[src/txProgramPkg.sv]
`default_nettype none

package txProgramPkg;

	typedef logic [15:0] progAddrT;  // program memory address
	typedef logic [3:0]  loopIdxT;   // loop memory index
	typedef logic [31:0] stepTimeT;  // step length in cycles minus one
	typedef logic [31:0] ctrlWordT;  // raw output control word
	typedef logic [15:0] pinWordT;   // low byte transducers, high byte LEDs
	typedef logic [7:0]  channelMaskT;
	typedef logic [15:0] loopCountT;

	// control byte positions inside a program word
	localparam int finishedBit     = 31;
	localparam int armInterruptBit = 30;
	localparam int waitTrigBit     = 29;
	localparam int loopEndBit      = 28;
	localparam int dmaRequestBit   = 27;
	localparam int dmaStartBit     = 26;
	localparam int beginAcqBit     = 25;
	localparam int activeBit       = 24;

	typedef struct packed
	{
		logic finished;      // park outputs and stop
		logic armInterrupt;  // not acted upon
		logic waitTrig;      // hold until extTrig before the next word
		logic loopEnd;       // word may close a loop
		logic dmaRequest;
		logic dmaStart;      // not acted upon
		logic beginAcq;      // raise the ADC trigger line
		logic active;        // not acted upon
	} ctrlFlagsT;

	typedef struct packed
	{
		ctrlFlagsT flags;
		pinWordT   pins;
		stepTimeT  duration;
	} stepT;

	typedef struct packed
	{
		progAddrT  startAddr;
		progAddrT  endAddr;
		loopCountT count;  // reference count, body runs this many times
	} loopDescT;

endpackage

`default_nettype wire

[src/txSeqPkg.sv]
`default_nettype none

package txSeqPkg;

	// codes match what the LEDs show
	typedef enum logic [3:0]
	{
		seqIdle      = 4'd0,
		seqWaitTrig  = 4'd1,
		seqRunning   = 4'd2,
		seqLoadLoops = 4'd6,
		seqDone      = 4'd15
	} seqStateT;

	typedef struct packed
	{
		txProgramPkg::pinWordT pins;
		logic                  adcTrig;  // held until acknowledged
		logic                  dmaReq;   // one cycle strobe
		logic [7:0]            leds;     // status code of the sequencer
	} txOutT;

endpackage

`default_nettype wire

[src/txController.sv]
`timescale 1ns/1ps
`default_nettype none

module txController
#(
	parameter int loopDepth = 16
)
(
	input  wire                            txCLK,
	input  wire                            arstN,
	input  wire                            run,
	input  wire                            extTrig,
	input  wire txProgramPkg::channelMaskT userChannelMask,
	input  wire                            adcTriggerAck,
	input  wire txProgramPkg::ctrlWordT    outputControlReg,
	input  wire txProgramPkg::stepTimeT    timingReg,
	input  wire [31:0]                     loopAddressReg,
	input  wire [31:0]                     loopCounterReg,
	output txProgramPkg::progAddrT         readAddr,
	output txProgramPkg::loopIdxT          loopReadAddr,
	output txSeqPkg::txOutT                txOut
);

	txProgramPkg::stepT step;
	txSeqPkg::seqStateT state;
	logic               loadLoops;
	logic               takeWord;
	logic               advance;
	logic               stepStart;

	txStepDecode txStepDecode_i
	(
		.txCLK            (txCLK),
		.arstN            (arstN),
		.takeWord         (takeWord),
		.outputControlReg (outputControlReg),
		.timingReg        (timingReg),
		.step             (step)
	);

	txLoopTable #(.loopDepth(loopDepth)) txLoopTable_i
	(
		.txCLK          (txCLK),
		.arstN          (arstN),
		.loadLoops      (loadLoops),
		.advance        (advance),
		.loopEnd        (step.flags.loopEnd),  // flag of the word now ending
		.loopAddressReg (loopAddressReg),
		.loopCounterReg (loopCounterReg),
		.readAddr       (readAddr),
		.loopReadAddr   (loopReadAddr)
	);

	txSequencer #(.loopDepth(loopDepth)) txSequencer_i
	(
		.txCLK     (txCLK),
		.arstN     (arstN),
		.run       (run),
		.extTrig   (extTrig),
		.step      (step),
		.loadLoops (loadLoops),
		.takeWord  (takeWord),
		.advance   (advance),
		.state     (state),
		.stepStart (stepStart)
	);

	txOutputStage txOutputStage_i
	(
		.txCLK           (txCLK),
		.arstN           (arstN),
		.step            (step),
		.state           (state),
		.stepStart       (stepStart),
		.advance         (advance),
		.userChannelMask (userChannelMask),
		.adcTriggerAck   (adcTriggerAck),
		.out             (txOut)
	);

endmodule

`default_nettype wire

[src/txLoopTable.sv]
`timescale 1ns/1ps
`default_nettype none

module txLoopTable
#(
	parameter int loopDepth = 16
)
(
	input  wire                         txCLK,
	input  wire                         arstN,
	input  wire                         loadLoops,
	input  wire                         advance,
	input  wire                         loopEnd,
	input  wire [31:0]                  loopAddressReg,
	input  wire [31:0]                  loopCounterReg,
	output txProgramPkg::progAddrT      readAddr,
	output txProgramPkg::loopIdxT       loopReadAddr
);

	localparam txProgramPkg::loopIdxT lastIdx = txProgramPkg::loopIdxT'(loopDepth - 1);

	txProgramPkg::loopDescT  desc [loopDepth];
	txProgramPkg::loopCountT remCount [loopDepth];  // passes left in each loop
	txProgramPkg::loopDescT  newDesc;
	txProgramPkg::loopIdxT   hitIdx;
	logic                    hit;
	logic                    loopHit;
	logic                    repeatLoop;

	assign newDesc.startAddr = loopAddressReg[15:0];
	assign newDesc.endAddr   = loopAddressReg[31:16];
	assign newDesc.count     = loopCounterReg[15:0];

	// lowest index wins when several loops end on the same word
	always_comb
	begin
		hit    = 1'b0;
		hitIdx = '0;
		for (int k = loopDepth - 1; k >= 0; k--)
		begin
			if (desc[k].endAddr == readAddr)
			begin
				hit    = 1'b1;
				hitIdx = txProgramPkg::loopIdxT'(k);
			end
		end
	end

	assign loopHit    = advance && loopEnd && hit;
	assign repeatLoop = loopHit && (remCount[hitIdx] > 16'd1);

	always_ff @(posedge txCLK)
	begin
		if (loadLoops)
		begin
			desc[loopReadAddr]     <= newDesc;
			remCount[loopReadAddr] <= newDesc.count;
		end
		else if (repeatLoop)
		begin
			remCount[hitIdx] <= remCount[hitIdx] - 1'b1;
		end
		else if (loopHit)
		begin
			remCount[hitIdx] <= desc[hitIdx].count;  // ready for the next time round
		end
	end

	always_ff @(posedge txCLK or negedge arstN)
	begin
		if (!arstN)
		begin
			readAddr     <= '0;
			loopReadAddr <= '0;
		end
		else
		begin
			if (loadLoops)
			begin
				loopReadAddr <= (loopReadAddr == lastIdx) ? '0 : loopReadAddr + 1'b1;
			end
			if (advance)
			begin
				readAddr <= repeatLoop ? desc[hitIdx].startAddr : readAddr + 1'b1;
			end
		end
	end

	// descriptors are only written before the program starts stepping
	assert property (@(posedge txCLK) disable iff (!arstN) advance |-> !loadLoops)
		else $error("advance while the loop table is loading");

endmodule

`default_nettype wire

[src/txOutputStage.sv]
`timescale 1ns/1ps
`default_nettype none

module txOutputStage
(
	input  wire                        txCLK,
	input  wire                        arstN,
	input  wire txProgramPkg::stepT    step,
	input  wire txSeqPkg::seqStateT    state,
	input  wire                        stepStart,
	input  wire                        advance,
	input  wire txProgramPkg::channelMaskT userChannelMask,
	input  wire                        adcTriggerAck,
	output txSeqPkg::txOutT            out
);

	txProgramPkg::pinWordT maskedPins;

	assign maskedPins = {step.pins[15:8], step.pins[7:0] & userChannelMask};

	always_ff @(posedge txCLK or negedge arstN)
	begin
		if (!arstN)
		begin
			out <= '0;
		end
		else
		begin
			if (state == txSeqPkg::seqDone)
			begin
				out.pins <= '0;  // finished program parks every pin low
			end
			else if (stepStart)
			begin
				out.pins <= maskedPins;
			end

			// a fresh request wins over an acknowledge in the same cycle
			if (advance && step.flags.beginAcq)
			begin
				out.adcTrig <= 1'b1;
			end
			else if (adcTriggerAck)
			begin
				out.adcTrig <= 1'b0;
			end

			out.dmaReq <= advance && step.flags.dmaRequest;
			out.leds   <= 8'(state);
		end
	end

	// two back to back zero length steps with a DMA request would break this
	assert property (@(posedge txCLK) disable iff (!arstN) out.dmaReq |=> !out.dmaReq)
		else $error("dmaReq held for more than one cycle");

endmodule

`default_nettype wire

[src/txSequencer.sv]
`timescale 1ns/1ps
`default_nettype none

module txSequencer
#(
	parameter int loopDepth = 16
)
(
	input  wire                     txCLK,
	input  wire                     arstN,
	input  wire                     run,
	input  wire                     extTrig,
	input  wire txProgramPkg::stepT step,
	output logic                    loadLoops,
	output logic                    takeWord,
	output logic                    advance,
	output txSeqPkg::seqStateT      state,
	output logic                    stepStart
);

	localparam txProgramPkg::loopIdxT lastLoad = txProgramPkg::loopIdxT'(loopDepth - 1);

	txProgramPkg::stepTimeT stepCnt;
	txProgramPkg::loopIdxT  loadCnt;
	logic                   loadDone;
	logic                   stepEnd;

	assign loadLoops = (state == txSeqPkg::seqLoadLoops);
	assign loadDone  = loadLoops && (loadCnt == lastLoad);
	assign stepEnd   = (state == txSeqPkg::seqRunning) && (stepCnt == step.duration);
	assign stepStart = (state == txSeqPkg::seqRunning) && (stepCnt == '0);
	assign advance   = stepEnd;
	assign takeWord  = loadDone || stepEnd;  // first word comes in with the last descriptor

	always_ff @(posedge txCLK or negedge arstN)
	begin
		if (!arstN)
		begin
			state   <= txSeqPkg::seqIdle;
			stepCnt <= '0;
			loadCnt <= '0;
		end
		else
		begin
			case (state)
				txSeqPkg::seqIdle:
				begin
					loadCnt <= '0;
					if (run)
					begin
						state <= txSeqPkg::seqLoadLoops;
					end
				end
				txSeqPkg::seqLoadLoops:
				begin
					loadCnt <= loadCnt + 1'b1;
					if (loadDone)
					begin
						state <= txSeqPkg::seqWaitTrig;
					end
				end
				txSeqPkg::seqWaitTrig:
				begin
					stepCnt <= '0;
					if (extTrig)
					begin
						state <= txSeqPkg::seqRunning;
					end
				end
				txSeqPkg::seqRunning:
				begin
					if (stepEnd)
					begin
						stepCnt <= '0;
						// flags of the word that is ending decide what follows
						if (step.flags.finished)
						begin
							state <= txSeqPkg::seqDone;
						end
						else if (step.flags.waitTrig)
						begin
							state <= txSeqPkg::seqWaitTrig;
						end
					end
					else
					begin
						stepCnt <= stepCnt + 1'b1;
					end
				end
				txSeqPkg::seqDone:
				begin
					stepCnt <= '0;  // parked until reset
				end
				default:
				begin
					state <= txSeqPkg::seqDone;
				end
			endcase
		end
	end

	// the decoded word only changes at a step boundary, so the counter never passes its duration
	assert property (@(posedge txCLK) disable iff (!arstN)
		state == txSeqPkg::seqRunning |-> stepCnt <= step.duration)
		else $error("step counter ran past the step duration");

endmodule

`default_nettype wire

[src/txStepDecode.sv]
`timescale 1ns/1ps
`default_nettype none

module txStepDecode
(
	input  wire                     txCLK,
	input  wire                     arstN,
	input  wire                     takeWord,
	input  wire txProgramPkg::ctrlWordT outputControlReg,
	input  wire txProgramPkg::stepTimeT timingReg,
	output txProgramPkg::stepT      step
);

	txProgramPkg::ctrlWordT wordBuf;
	txProgramPkg::stepTimeT timeBuf;

	always_ff @(posedge txCLK or negedge arstN)
	begin
		if (!arstN)
		begin
			wordBuf <= '0;
			timeBuf <= '0;
		end
		else if (takeWord)
		begin
			wordBuf <= outputControlReg;  // both halves come from the same address
			timeBuf <= timingReg;
		end
	end

	always_comb
	begin
		step.flags.finished     = wordBuf[txProgramPkg::finishedBit];
		step.flags.armInterrupt = wordBuf[txProgramPkg::armInterruptBit];
		step.flags.waitTrig     = wordBuf[txProgramPkg::waitTrigBit];
		step.flags.loopEnd      = wordBuf[txProgramPkg::loopEndBit];
		step.flags.dmaRequest   = wordBuf[txProgramPkg::dmaRequestBit];
		step.flags.dmaStart     = wordBuf[txProgramPkg::dmaStartBit];
		step.flags.beginAcq     = wordBuf[txProgramPkg::beginAcqBit];
		step.flags.active       = wordBuf[txProgramPkg::activeBit];
		step.pins               = wordBuf[15:0];  // trigger byte is not used
		step.duration           = timeBuf;
	end

	// the sequencer must stay quiet for as long as reset is applied
	assert property (@(posedge txCLK) !arstN |-> !takeWord)
		else $error("takeWord raised during reset");

endmodule

`default_nettype wire
[config.mk]
export PLATFORM = sky130hd
export DESIGN_NAME = txController
export DESIGN_NICKNAME = d
export VERILOG_FILES = /design/src/txProgramPkg.sv /design/src/txSeqPkg.sv /design/src/txController.sv /design/src/txLoopTable.sv /design/src/txOutputStage.sv /design/src/txSequencer.sv /design/src/txStepDecode.sv
export SDC_FILE = /design/constraint.sdc
export NUM_CORES = 1
export LEC_CHECK = 0
export BUFFER_PORTS_ARGS = -buffer_cell sky130_fd_sc_hd__buf_2
export CORE_ASPECT_RATIO = 0.75
export CORE_UTILIZATION = 25
export DETAILED_ROUTE_END_ITERATION = 10
export PLACE_DENSITY = 0.38
export SYNTH_ARGS = -nofsm -noshare
export SYNTH_HDL_FRONTEND = slang
export SYNTH_SLANG_ARGS = --single-unit
[constraint.sdc]
create_clock -name txCLK -period 5.8 [get_ports txCLK]
set_input_delay 0.29 -clock txCLK [delete_from_list [all_inputs] [get_ports txCLK]]
set_output_delay 0.29 -clock txCLK [all_outputs]
set_load 0.005 [all_outputs]
### Yosys cells after proc, flatten, opt, wreduce, memory -nomap -nowiden

Memory sizes are Yosys's and may differ from the RTL's.
Index checks and enable logic that the tools add are counted.

| word-level totals | value |
|---|---|
| bits in registers | 146 |
| bits in writable memories | 1024 |
| input port bits | 141 |
| output and inout bits | 46 |
| word-level logic and storage cells | 129 |
| memories kept | 2 |

Memory list:

| name | words | width | read ports | clocked after memory_dff | wr ports | line | RTL |
|---|---|---|---|---|---|---|---|
| txLoopTable_i.desc | 16 | 48 | 17 | 0 | 1 | txLoopTable.sv:22 | `txProgramPkg::loopDescT desc [loopDepth];` |
| txLoopTable_i.remCount | 16 | 16 | 1 | 0 | 1 | txLoopTable.sv:23 | `txProgramPkg::loopCountT remCount [loopDepth];` |

| operators by class | value |
|---|---|
| add/subtract/negate cells | 5 |
| magnitude comparators | 1 |
| eq/ne operators | 28 |
| muxes and demuxes | 61 |
| bitwise gates (word level) | 3 |
| reductions and logical operators | 18 |

Operators by type and width:

| operator | count |
|---|---|
| equality test 16 bit | 16 |
| 2-to-1 mux 4 bit | 24 |
| 2-to-1 mux 16 bit | 5 |
| case mux 32 bit (2 select lines) | 1 |
| adder 32 x 1 -> 32 bit, second input constant | 1 |
| equality test 32 bit | 1 |
| logical NOT 32 bit | 1 |
| 2-to-1 mux 32 bit | 1 |
| 2-to-1 mux 1 bit | 28 |
| case mux 4 bit (5 select lines) | 1 |
| adder 16 x 1 -> 16 bit, second input constant | 1 |
| greater-than comparator 16 x 1 -> 1 bit, second input constant | 1 |
| OR reduction 16 bit | 1 |
| subtractor 16 x 1 -> 16 bit, second input constant | 1 |
| equality test 4 bit, second input constant | 3 |
| adder 4 x 1 -> 4 bit, second input constant | 2 |
| AND 8 bit | 1 |
| logical AND 1 bit | 8 |
| inequality test 2 bit, second input constant | 4 |
| case mux 4 bit (2 select lines) | 1 |
| nonzero test 2 bit | 4 |
| AND reduction 6 bit | 1 |
| equality test 4 x 1 -> 1 bit, second input constant | 1 |
| equality test 4 x 2 -> 1 bit, second input constant | 1 |
| other kinds (7) | 7 |

### Depth between registers and ports, before layout

Gate-level depths: netlist (run 1).
An unclocked memory read counts as a cell.

| logic depth | value |
|---|---|
| depth in word-level cells | 27 |
| mapped depth | 25 |
| gate-level depth less buffers | 16 |

### Hierarchy

From an unflattened synthesis (run 1), not the netlist that was laid out.

| unflattened totals | value |
|---|---|
| cells, all modules | 3570 |
| area, all modules | 49321.1 µm² |

Modules (own cells, without submodules):

| module | instances | cells each | area each (µm²) | seq. area each (µm²) |
|---|---|---|---|---|
| txLoopTable | 1 | 3076 | 43501.7 | 31250.0 |
| txSequencer | 1 | 300 | 2640.0 | 1001.0 |
| txStepDecode | 1 | 118 | 2243.4 | 1401.3 |
| txOutputStage | 1 | 76 | 935.9 | 550.5 |

### Least setup slack after synthesis (run 1)

Ideal clock, no wire load.

| timing path | value |
|---|---|
| path type | reg-to-reg |
| from | reg txSequencer_i.state[0] |
| to | mem txLoopTable_i.desc[3][0] (netlist bit), enable pin |
| setup time | 513 ps |
| arrival time | 4762 ps |
| data required time | 5287 ps |
| path slack | 525 ps |
| stages on the path, launching flop included | 7 |
| buffers on the path | 1 |
| clock period less this slack | 5275 ps |
| cell sequence | dfrtp_1 > clkbuf_1 > nor2_1 > nand2_1 > nor2_1 > nand2_1 > nor3_1 |

| on the way | value |
|---|---|
| cells in the longest elaborated chain, start to end | 3 |

RTL lines:

| what | line | RTL |
|---|---|---|
| from (decl) | txSequencer.sv:17 | `output txSeqPkg::seqStateT state,` |
| from (signal assigned) | txSequencer.sv:39 | `state <= txSeqPkg::seqIdle;` |
| from (signal assigned) | txSequencer.sv:51 | `state <= txSeqPkg::seqLoadLoops;` |
| from (signal assigned) | txSequencer.sv:59 | `state <= txSeqPkg::seqWaitTrig;` |
| equality test 4 x 3 -> 1 bit | txSequencer.sv:28 | `assign loadLoops = (state == txSeqPkg::seqLoadLoops);` |
| 2-to-1 mux 1 bit | txLoopTable.sv:54 | `if (loadLoops)` |
| 2-to-1 mux 1 bit (not written as such) | txLoopTable.sv:56 | `desc[loopReadAddr] <= newDesc;` |
| to (decl) | txLoopTable.sv:22 |  |

No other way between the ends.

### Final worst setup path (run 1)

| timing path | value |
|---|---|
| from | reg txLoopTable_i.readAddr[14] |
| to | mem txLoopTable_i.remCount[12][12] (netlist bit) (data pin) |

| on the way | value |
|---|---|
| cells in the longest elaborated chain, start to end | 26 |
| elaborated cells on any way between the ends | 65 |
| classes of those cells | add/sub (1); order compare (1); eq/ne (16); mux (41); bitwise (1); reduce/logical (3); memory (2) |

RTL lines:

| what | line | RTL |
|---|---|---|
| from (decl) | txLoopTable.sv:16 | `output txProgramPkg::progAddrT readAddr,` |
| from (signal assigned) | txLoopTable.sv:84 | `readAddr <= repeatLoop ? desc[hitIdx].startAddr : readAddr + 1'b1;` |
| equality test 16 bit | txLoopTable.sv:41 | `if (desc[k].endAddr == readAddr)` |
| 2-to-1 mux 4 bit (16 in a row) | txLoopTable.sv:41 |  |
| memory read (16 x 16 bit) | n/a |  |
| greater-than comparator 16 x 1 -> 1 bit | txLoopTable.sv:50 | `assign repeatLoop = loopHit && (remCount[hitIdx] > 16'd1);` |
| logical AND 1 bit | txLoopTable.sv:50 |  |
| 2-to-1 mux 1 bit | txLoopTable.sv:59 | `else if (repeatLoop)` |
| 2-to-1 mux 1 bit | txLoopTable.sv:54 |  |
| 2-to-1 mux 1 bit, on equally long branches | txLoopTable.sv:61, txLoopTable.sv:65 |  |
| OR 1 bit (no source line) | n/a |  |
| OR reduction 16 bit (no source line) | n/a |  |
| 2-to-1 mux 16 bit (no source line) * | n/a |  |
| to (decl) | txLoopTable.sv:23 |  |

Every way passes the cells marked *; elsewhere a longest branch is shown, timed or not.

==> key figures, run 1 <==
Run status
  • Status: complete, no violations

Die
  • Die X-Extent: 515 um
  • Number of top-level design ports: 187
  • Initial Util: 0.253
  • Vertical extent of the die: 387 um
  • Die area: 199000 sq um
  • Area inside the core boundary: 195000 sq um
  • Number of cell rows: 140

Clock network
  • Clock-pin slew reported for the worst setup and hold paths after clock tree synthesis: 0.06 ns
  • CTS root buf: sky130_fd_sc_hd__clkbuf_16
  • Latest clock arrival within the worst-skew pair: 0.78 ns
  • Maximum buffer depth of the clock tree: 3
  • Clock tree from TritonCTS: yes
  • Count of H-tree levels built during CTS: 4
  • Clock tree sinks: 1159
  • Clock buffer count from CTS: 135

Synth
  • Fraction of synthesized cell area taken by the top area cell type: 0.623
  • Fraction of registers with async set/reset: 0.116
  • Top area cells in the synthesized netlist: sky130_fd_sc_hd__edfxtp_1, sky130_fd_sc_hd__dfrtp_1, sky130_fd_sc_hd__nand2_1
  • Most common cell in the netlist: sky130_fd_sc_hd__edfxtp_1
  • Cell count after synthesis: 3546
  • Synth warn: 0
  • Most used flip-flop cell after synthesis: sky130_fd_sc_hd__edfxtp_1
  • Netlist area before placement: 49400 sq um
  • Biggest area consumer among synthesized cells: sky130_fd_sc_hd__edfxtp_1
  • Number of distinct library cells after synthesis: 86
  • Post-synth EDFFs: 1024
  • Mean area per synthesized cell: 13.9 sq um
  • Count of state elements after synthesis: 1159
  • Sequential share of the synthesized area: 0.691
  • Commonest cells in the netlist: sky130_fd_sc_hd__edfxtp_1, sky130_fd_sc_hd__nand2_1, sky130_fd_sc_hd__xor2_1, sky130_fd_sc_hd__nand3_1, sky130_fd_sc_hd__dfrtp_1

Routing
  • Iteration-0 DRC count of the detailed router: 2464
  • Post-route DRC violation count: 0
  • Post-detailed-route via-to-cell ratio: 4.61
  • Post-detailed-route wirelength per cell: 23.9 um
  • First-pass iteration count of the detailed router: 5
  • Count of nets left with antenna violations after detail routing: 0
  • Count of vias placed by the detailed router: 31000
  • Total Wirelength: 161000 um

Worst setup path
  • CP Launch Type: flip-flop
  • Reg-to-Reg Start: txLoopTable_i.readAddr[14]
  • Arrival time of the worst setup path: 6.23 ns
  • CP max FO: 16
  • Beginning of the critical path: txLoopTable_i.readAddr[14]
  • Data required, critical path: 6.41 ns
  • Crit. End Element: flip-flop
  • Crit path kind: reg2reg

Place
  • Routability cong.: 0.787
  • Placed wire-length estimate: 94200 um
  • Cell count after placement: 6364
  • Count of input and output buffers: 155

Final layout
  • Fraction of final layout cells with drive strength greater than 1: 0.183
  • Final #Nets: 4136
  • Area Overhead vs Synth: 22.6%
  • Count of placed standard cells in the final layout, fillers left out: 6716
  • Share of the core filled with cells: 0.310

Timing
  • Worst Tran Pin Value: 1.15 ns
  • Ratio of final minimum period to clock period: 0.969
  • Hold Slack: 0.0340 ns
  • Worst Skew: 0.0249 ns
  • Fmax: 178 MHz
  • Final slew viol count: 0
  • Final Critical Period: 5.62 ns
  • Total of endpoints with negative setup slack in the final report: 0
  • Slew margin rel.: 0.228
  • Final hold violation count: 0

Power
  • Power per cell area: 291 nW/um^2
  • LEAKAGE: 21.3 nW
  • Worst-case vdd ir drop: 0.280 mV

GRT
  • Gr ovfl total: 0
  • Wire length of the first global-routing pass: 230000 um
  • Largest net degree at the start of global routing: 129
  • Total Routing Usage GR: 0.159
  • Antenna violations before repair: 7
  • Number of global-route vias before repair: 30600

Flow run
  • Total of max-cap violations: 0

Min path
  • Worst hold path startpoint: loopAddressReg[27]
  • Kind of path behind the tightest hold check: in2reg
[stage by stage]
| stage | area [sq um] | power (mW) | setup TNS (ns) | worst slack [ns] |
|---|---|---|---|---|
| after floorplan | 49400 | 9.33 | 0 | 0.525 |
| after global placement | 55200 | 9.55 | 0 | 0.0174 |
| after detailed placement | 55200 | 9.55 | 0 | 0.0838 |
| after CTS | 60300 | 17.9 | 0 | 0.0362 |
| after global routing | 60500 | 18.2 | -0.637 | -0.0257 |
| final | 60500 | 17.6 | 0 | 0.182 |
[worst paths after layout]
path	end	slack (ns)	cells after the start
setup / recovery	txLoopTable_i.remCount[12][12]	0.18	17
hold / removal	txLoopTable_i.desc[15][27]	0.03	1
setup reg to reg	txLoopTable_i.remCount[12][12]	0.18	17
hold reg to reg	txStepDecode_i.wordBuf[14]	0.51	1
max in group asynchronous	txStepDecode_i.timeBuf[15]	4.23	3
min in group asynchronous	txLoopTable_i.readAddr[6]	0.24	2
[worst max-delay path, cell delays in order (launching register included)]
cell	delay, ns
sky130_fd_sc_hd__dfrtp_1	0.43
sky130_fd_sc_hd__buf_12	0.19
sky130_fd_sc_hd__xor2_1	0.18
sky130_fd_sc_hd__nor4_2	0.39
sky130_fd_sc_hd__nand4_1	0.24
sky130_fd_sc_hd__o211ai_1	0.57
sky130_fd_sc_hd__a21o_1	0.37
sky130_fd_sc_hd__and3_1	0.32
sky130_fd_sc_hd__or2_2	0.37
sky130_fd_sc_hd__a221oi_1	0.15
sky130_fd_sc_hd__or3_1	0.45
sky130_fd_sc_hd__buf_4	0.20
sky130_fd_sc_hd__nor4_4	0.20
sky130_fd_sc_hd__nand4_2	0.18
sky130_fd_sc_hd__buf_12	0.20
sky130_fd_sc_hd__o41a_1	0.55
sky130_fd_sc_hd__o21ai_1	0.20
sky130_fd_sc_hd__buf_12	0.19
[sequential cells by signal, summed over array words and instances, names as in the netlist]
register / cells
txLoopTable_i.desc: 768
txLoopTable_i.remCount: 256
txSequencer_i.stepCnt: 32
txStepDecode_i.timeBuf: 32
txOutputStage_i.out: 22
txStepDecode_i.wordBuf: 21
txLoopTable_i.readAddr: 16
txLoopTable_i.loopReadAddr: 4
txSequencer_i.loadCnt: 4
txSequencer_i.state: 4
[placed cells by master, fill, tap and decap left out, drive strengths merged, types with 11 or more instances in the layout]
cell	netlist	final
dlygate4sd3	0	103
and3	106	106
xnor2	110	110
a211o	22	22
a311oi	35	35
a2111oi	18	18
a21oi	70	70
clkbuf	123	182
a31oi	51	51
buf	104	422
nor4	71	71
o211ai	39	39
edfxtp	1024	1024
o21ai	33	33
mux2	64	64
inv	38	50
and2	11	11
nor3	18	18
nand3	204	204
a221o	11	11
nor2	95	95
clkinv	1	38
a22o	16	16
mux2i	133	133
or3	13	13
a211oi	77	77
dfrtp	135	135
o22a	12	12
xor2	212	212
a22oi	11	11
nand2	514	514
nand4	54	54
[power breakdown]
part	leakage [nW]	switching, mW	internal, mW
combinational	8.37	0.198	0.117
clock	2.00	3.58	4.59
sequential	10.9	0.0140	9.10
[timing repair]
action	CTS	global route
hold buffers	103	0
hold endpoints to repair	730	0
setup endpoints to repair	0	233
resized for setup	0	15
buffers inserted	0	7
[cells by family (layout without fill, tap and decap cells)]
logic type / after synthesis / after routing / synth area share
other: 1 / 9 / 0.0000760
adders and majority gates: 10 / 10 / 0.00254
DFF: 1159 / 1159 / 0.691
AOI/OAI and AO/OA: 466 / 466 / 0.0715
xor gates and xnor gates: 322 / 322 / 0.0571
muxes: 197 / 197 / 0.0416
buffers and inverters: 266 / 801 / 0.0263
and+or+nand+nor: 1125 / 1125 / 0.109
[layer usage]
layer / GRT usage / up-vias / share of wire
met5: 0 / - / 0.00017
li1: - / 14300 / -
met4: 0.0314 / 4 / 0.015
met3: 0.0293 / 180 / 0.045
met2: 0.227 / 644 / 0.42
met1: 0.247 / 15900 / 0.52
[final cells by class]
class	instances	area (sq um)
Antenna cell	5	12.5
Clock buffer	181	3610
Clock inverter	55	505
Fill cell	19600	135000
Inverter	39	146
Multi-Input combinational cell	2124	14200
Sequential cell	1159	34100
Tap cell	2627	3290
Timing Repair Buffer	526	4570
No activity file was read; power rests on OpenSTA's default activity.
==> run 2: changes to the inputs <==
--- a/config.mk
+++ b/config.mk
@@ -5,11 +5,12 @@
 export SDC_FILE = /design/constraint.sdc
 export NUM_CORES = 1
 export LEC_CHECK = 0
+export ABC_AREA = 1
 export BUFFER_PORTS_ARGS = -buffer_cell sky130_fd_sc_hd__buf_2
 export CORE_ASPECT_RATIO = 0.75
-export CORE_UTILIZATION = 25
+export CORE_UTILIZATION = 45
 export DETAILED_ROUTE_END_ITERATION = 10
-export PLACE_DENSITY = 0.38
+export PLACE_DENSITY = 0.6
 export SYNTH_ARGS = -nofsm -noshare
 export SYNTH_HDL_FRONTEND = slang
 export SYNTH_SLANG_ARGS = --single-unit
==> key figures, run 2 <==
Timing
  • Setup TNS after final layout: 0 ns (unchanged)
  • Fmax: 192 MHz (was 178 MHz)
  • Worst Skew: 0.0271 ns (was 0.0249 ns)
  • Setup repair after global routing missed its margin: no
  • Final Critical Period: 5.22 ns (was 5.62 ns)
  • Total of endpoints with negative setup slack in the final report: 0 (unchanged)
  • Final hold violation count: 0 (unchanged)
  • Final slew viol count: 0 (unchanged)
  • Ratio of final minimum period to clock period: 0.899 (was 0.969)
  • Slew margin rel.: 0.238 (was 0.228)
  • Hold Slack: 0.0573 ns (was 0.0340 ns)
  • Worst Tran Pin Value: 1.13 ns (was 1.15 ns)

Power
  • Switching share of total power: 0.231 (was 0.215)
  • Gate power share: 0.072 (was 0.018)
  • Total internal power: 14.0 mW (was 13.8 mW)
  • Power per cell area: 312 nW/um^2 (was 291 nW/um^2)
  • Fraction of power consumed by the clock network: 0.407 (was 0.464)
  • Net Sw Power: 4.20 mW (was 3.79 mW)
  • Portion of total power attributed to sequential cells: 0.521 (was 0.518)
  • Worst-case vdd ir drop: 0.284 mV (was 0.280 mV)
  • LEAKAGE: 21.6 nW (was 21.3 nW)
  • Power Total: 18.2 mW (was 17.6 mW)

Worst setup path
  • R2R Path End: txLoopTable_i.remCount[15][12] (was txLoopTable_i.remCount[12][12])
  • Data required, critical path: 6.24 ns (was 6.41 ns)
  • Reg-to-Reg Start: txLoopTable_i.readAddr[9] (was txLoopTable_i.readAddr[14])
  • Cell seen most often among critical-path stages: sky130_fd_sc_hd__nand2_1 (was sky130_fd_sc_hd__buf_12)
  • Depth of the worst register-to-register path: 31 (was 17)
  • Gate family responsible for the most delay along the worst path: simple AND/OR/NAND/NOR gates (unchanged)
  • CP Launch Type: flip-flop (unchanged)
  • Stage delay of the slowest cell on the critical path: 0.79 ns (was 0.57 ns)
  • Worst-case register-to-register setup slack: 0.58 ns (was 0.18 ns)
  • Slowest stage cell, crit path: sky130_fd_sc_hd__dfrtp_1 (was sky130_fd_sc_hd__o211ai_1)
  • Beginning of the critical path: txLoopTable_i.readAddr[9] (was txLoopTable_i.readAddr[14])
  • Crit. path cell count: 31 (was 17)
  • Arrival time of the worst setup path: 5.66 ns (was 6.23 ns)
  • Crit. End Element: flip-flop (unchanged)
  • CP bufs+invs: 3 (was 4)
  • Termination of the worst setup path: txLoopTable_i.remCount[15][12] (was txLoopTable_i.remCount[12][12])
  • Crit path kind: reg2reg (unchanged)
  • CP max FO: 74 (was 16)

Final layout
  • Area Overhead vs Synth: 16.3% (was 22.6%)
  • Final instance area: 58100 sq um (was 60500 sq um)
  • Commonest non-fill, non-tap cell in the layout: sky130_fd_sc_hd__edfxtp_1 (unchanged)
  • Footprint of the multi-input gates: 13900 sq um (was 14200 sq um)
  • FILL cells: 9274 (was 19600)
  • Max reg flops: 768 (unchanged)
  • Most frequent cells in the layout: sky130_fd_sc_hd__edfxtp_1, sky130_fd_sc_hd__nand2_1, sky130_fd_sc_hd__nor2_1 (was sky130_fd_sc_hd__edfxtp_1, sky130_fd_sc_hd__nand2_1, sky130_fd_sc_hd__xor2_1)
  • Final #Nets: 4700 (was 4136)
  • Register Area: 34100 sq um (unchanged)
  • Fraction of final layout cells with drive strength greater than 1: 0.141 (was 0.183)
  • Share of the core filled with cells: 0.530 (was 0.310)
  • Top flop regs: txLoopTable_i.desc: 768 flops, txLoopTable_i.remCount: 256 flops (unchanged)
  • Top register by number of flip-flops: txLoopTable_i.desc (unchanged)

Clock network
  • Latest clock arrival within the worst-skew pair: 0.72 ns (was 0.78 ns)
  • CTS root buf: sky130_fd_sc_hd__clkbuf_16 (unchanged)
  • Count of H-tree levels built during CTS: 3 (was 4)
  • Clock tree from TritonCTS: yes (unchanged)
  • Maximum buffer depth of the clock tree: 3 (unchanged)
  • Clock buffer count from CTS: 111 (was 135)
  • Number of buffers added for setup after CTS: 0 (unchanged)
  • Clock tree sinks: 1159 (unchanged)
  • Clock-pin slew reported for the worst setup and hold paths after clock tree synthesis: 0.06 ns (about the same)

Synth
  • Netlist area before placement: 50000 sq um (was 49400 sq um)
  • Count of state elements after synthesis: 1159 (unchanged)
  • Combinational family with the most area after synthesis: simple AND/OR/NAND/NOR gates (unchanged)
  • Cell count after synthesis: 4232 (was 3546)
  • Compound-cell area share of the yosys netlist: 0.0629 (was 0.0715)
  • Mean area per synthesized cell: 11.8 sq um (was 13.9 sq um)
  • XOR/XNOR Fraction of Synth Area: 0.0419 (was 0.0571)
  • Commonest cells in the netlist: sky130_fd_sc_hd__edfxtp_1, sky130_fd_sc_hd__nand2_1, sky130_fd_sc_hd__nor2_1, sky130_fd_sc_hd__nand3_1, sky130_fd_sc_hd__inv_1 (was sky130_fd_sc_hd__edfxtp_1, sky130_fd_sc_hd__nand2_1, sky130_fd_sc_hd__xor2_1, sky130_fd_sc_hd__nand3_1, sky130_fd_sc_hd__dfrtp_1)
  • Synth Area in Adders: 0.00250 (was 0.00254)
  • Top area cells in the synthesized netlist: sky130_fd_sc_hd__edfxtp_1, sky130_fd_sc_hd__dfrtp_1, sky130_fd_sc_hd__nand2_1 (unchanged)
  • Fraction of registers with async set/reset: 0.116 (unchanged)
  • Most used flip-flop cell after synthesis: sky130_fd_sc_hd__edfxtp_1 (unchanged)
  • Sequential share of the synthesized area: 0.683 (was 0.691)
  • Post-synth EDFFs: 1024 (unchanged)
  • Synth warn: 0 (unchanged)
  • Biggest area consumer among synthesized cells: sky130_fd_sc_hd__edfxtp_1 (unchanged)
  • Simple-gate portion of the synthesized area: 0.158 (was 0.109)
  • Fraction of synthesized cell area taken by the top area cell type: 0.615 (was 0.623)
  • Most common cell in the netlist: sky130_fd_sc_hd__edfxtp_1 (unchanged)
  • Number of distinct library cells after synthesis: 58 (was 86)
  • Proportion of synthesized area in mux cells: 0.00716 (was 0.0416)

GRT
  • Gr ovfl total: 0 (unchanged)
  • Wire length of the first global-routing pass: 198000 um (was 230000 um)
  • Largest net degree at the start of global routing: 183 (was 129)
  • Antenna violations before repair: 9 (was 7)
  • Number of global-route vias before repair: 31400 (was 30600)
  • Total Routing Usage GR: 0.234 (was 0.159)

Routing
  • Total Wirelength: 133000 um (was 161000 um)
  • Post-detailed-route wirelength per cell: 21.8 um (was 23.9 um)
  • Post-detailed-route via-to-cell ratio: 5.43 (was 4.61)
  • Count of nets left with antenna violations after detail routing: 0 (unchanged)
  • Iteration-0 DRC count of the detailed router: 3279 (was 2464)
  • Count of vias placed by the detailed router: 33100 (was 31000)
  • Post-route DRC violation count: 0 (unchanged)
  • First-pass iteration count of the detailed router: 5 (unchanged)

Place
  • Placed wire-length estimate: 78500 um (was 94200 um)
  • Post-place instance area: 53300 sq um (was 55200 sq um)
  • Count of input and output buffers: 155 (unchanged)
  • Routability cong.: 0.904 (was 0.787)

Die
  • Vertical extent of the die: 291 um (was 387 um)
  • Initial Util: 0.456 (was 0.253)
  • Die area: 112000 sq um (was 199000 sq um)
  • Area inside the core boundary: 110000 sq um (was 195000 sq um)
  • Number of top-level design ports: 187 (unchanged)
  • Die X-Extent: 387 um (was 515 um)
  • Number of cell rows: 105 (was 140)

Run status
  • Status: complete, no violations (unchanged)

Flow run
  • Total of max-cap violations: 0 (unchanged)

Min path
  • Kind of path behind the tightest hold check: in2reg (unchanged)
-- run 2: changes by cell type after synthesis, moves of 74 or more --
cell                       change
sky130_fd_sc_hd__a211oi_1     -74
sky130_fd_sc_hd__and3_1      -105
sky130_fd_sc_hd__inv_1       +213
sky130_fd_sc_hd__mux2i_1     -131
sky130_fd_sc_hd__nand2_1     +225
sky130_fd_sc_hd__nand3_1     +142
sky130_fd_sc_hd__nor2_1      +339
sky130_fd_sc_hd__o21ai_0     +196
sky130_fd_sc_hd__xor2_1       -97
-- run 2: final cells by class --
cell class,instances,area share
clock inverters,69,0.0131
multi-input cells,2573,0.238
repair buffers,432,0.0619
diodes,3,0.000129
clock buffers,141,0.0506
inverters,272,0.0179
flip-flops and latches,1159,0.587
well taps,1444,0.0311
-- run 2: stage by stage --
stage               std cells  setup WS (ns)
global placement         5771          0.623
global route             6092         0.0398
CTS                      6090          0.605
detailed placement       5771          0.634
floorplan                4235           1.42
finish                   6093          0.584
-- run 2: worst min-delay path by stage --
stage | cells after the start | from | slack [ns] | endpoint
final | 1 | loopAddressReg[31] | 0.06 | txLoopTable_i.desc[12][31]
after global routing | 1 | loopAddressReg[30] | 0.02 | txLoopTable_i.desc[10][30]
after CTS | 1 | loopAddressReg[30] | 0.003 | txLoopTable_i.desc[7][30]
after detailed placement | 1 | arstN | 0.39 | txStepDecode_i.timeBuf[8]
after global placement | 1 | arstN | 0.40 | txStepDecode_i.timeBuf[9]
after floorplan | 0 | arstN | -0.006 | txLoopTable_i.loopReadAddr[0]
-- run 2: power by group through the flow --
stage / Combinational (mW) / Clock (mW) / Sequential (mW)
global route: 1.43 / 7.82 / 9.48
floorplan: 0.620 / 0 / 9.62
finish: 1.30 / 7.39 / 9.47
global placement: 1.22 / 0 / 9.63
detailed placement: 1.24 / 0 / 9.64
CTS: 1.30 / 7.51 / 9.47
-- run 2: cell families (layout without fill, tap and decap cells) --
logic type,after synthesis,after routing
simple gates,1786,1786
flops,1159,1159
buf+inv,503,914
compound gates,502,502
xor+xnor,239,239
mux,32,32
fa+ha+maj,10,10
other cells,1,7
-- run 2: routing by layer --
layer  vias to the layer above  share of wire  GRT usage
met5                         -        0.00020          0
met1                     16200           0.45      0.345
li1                      15500              -          -
met4                         4          0.020     0.0521
met2                      1182           0.45      0.355
met3                       191          0.080     0.0480
-- run 2: what timing repair did --
item	in CTS	in global routing
hold buffers	109	0
setup endpoints to repair	0	0
gates resized for setup	0	0
hold endpoints to repair	822	0
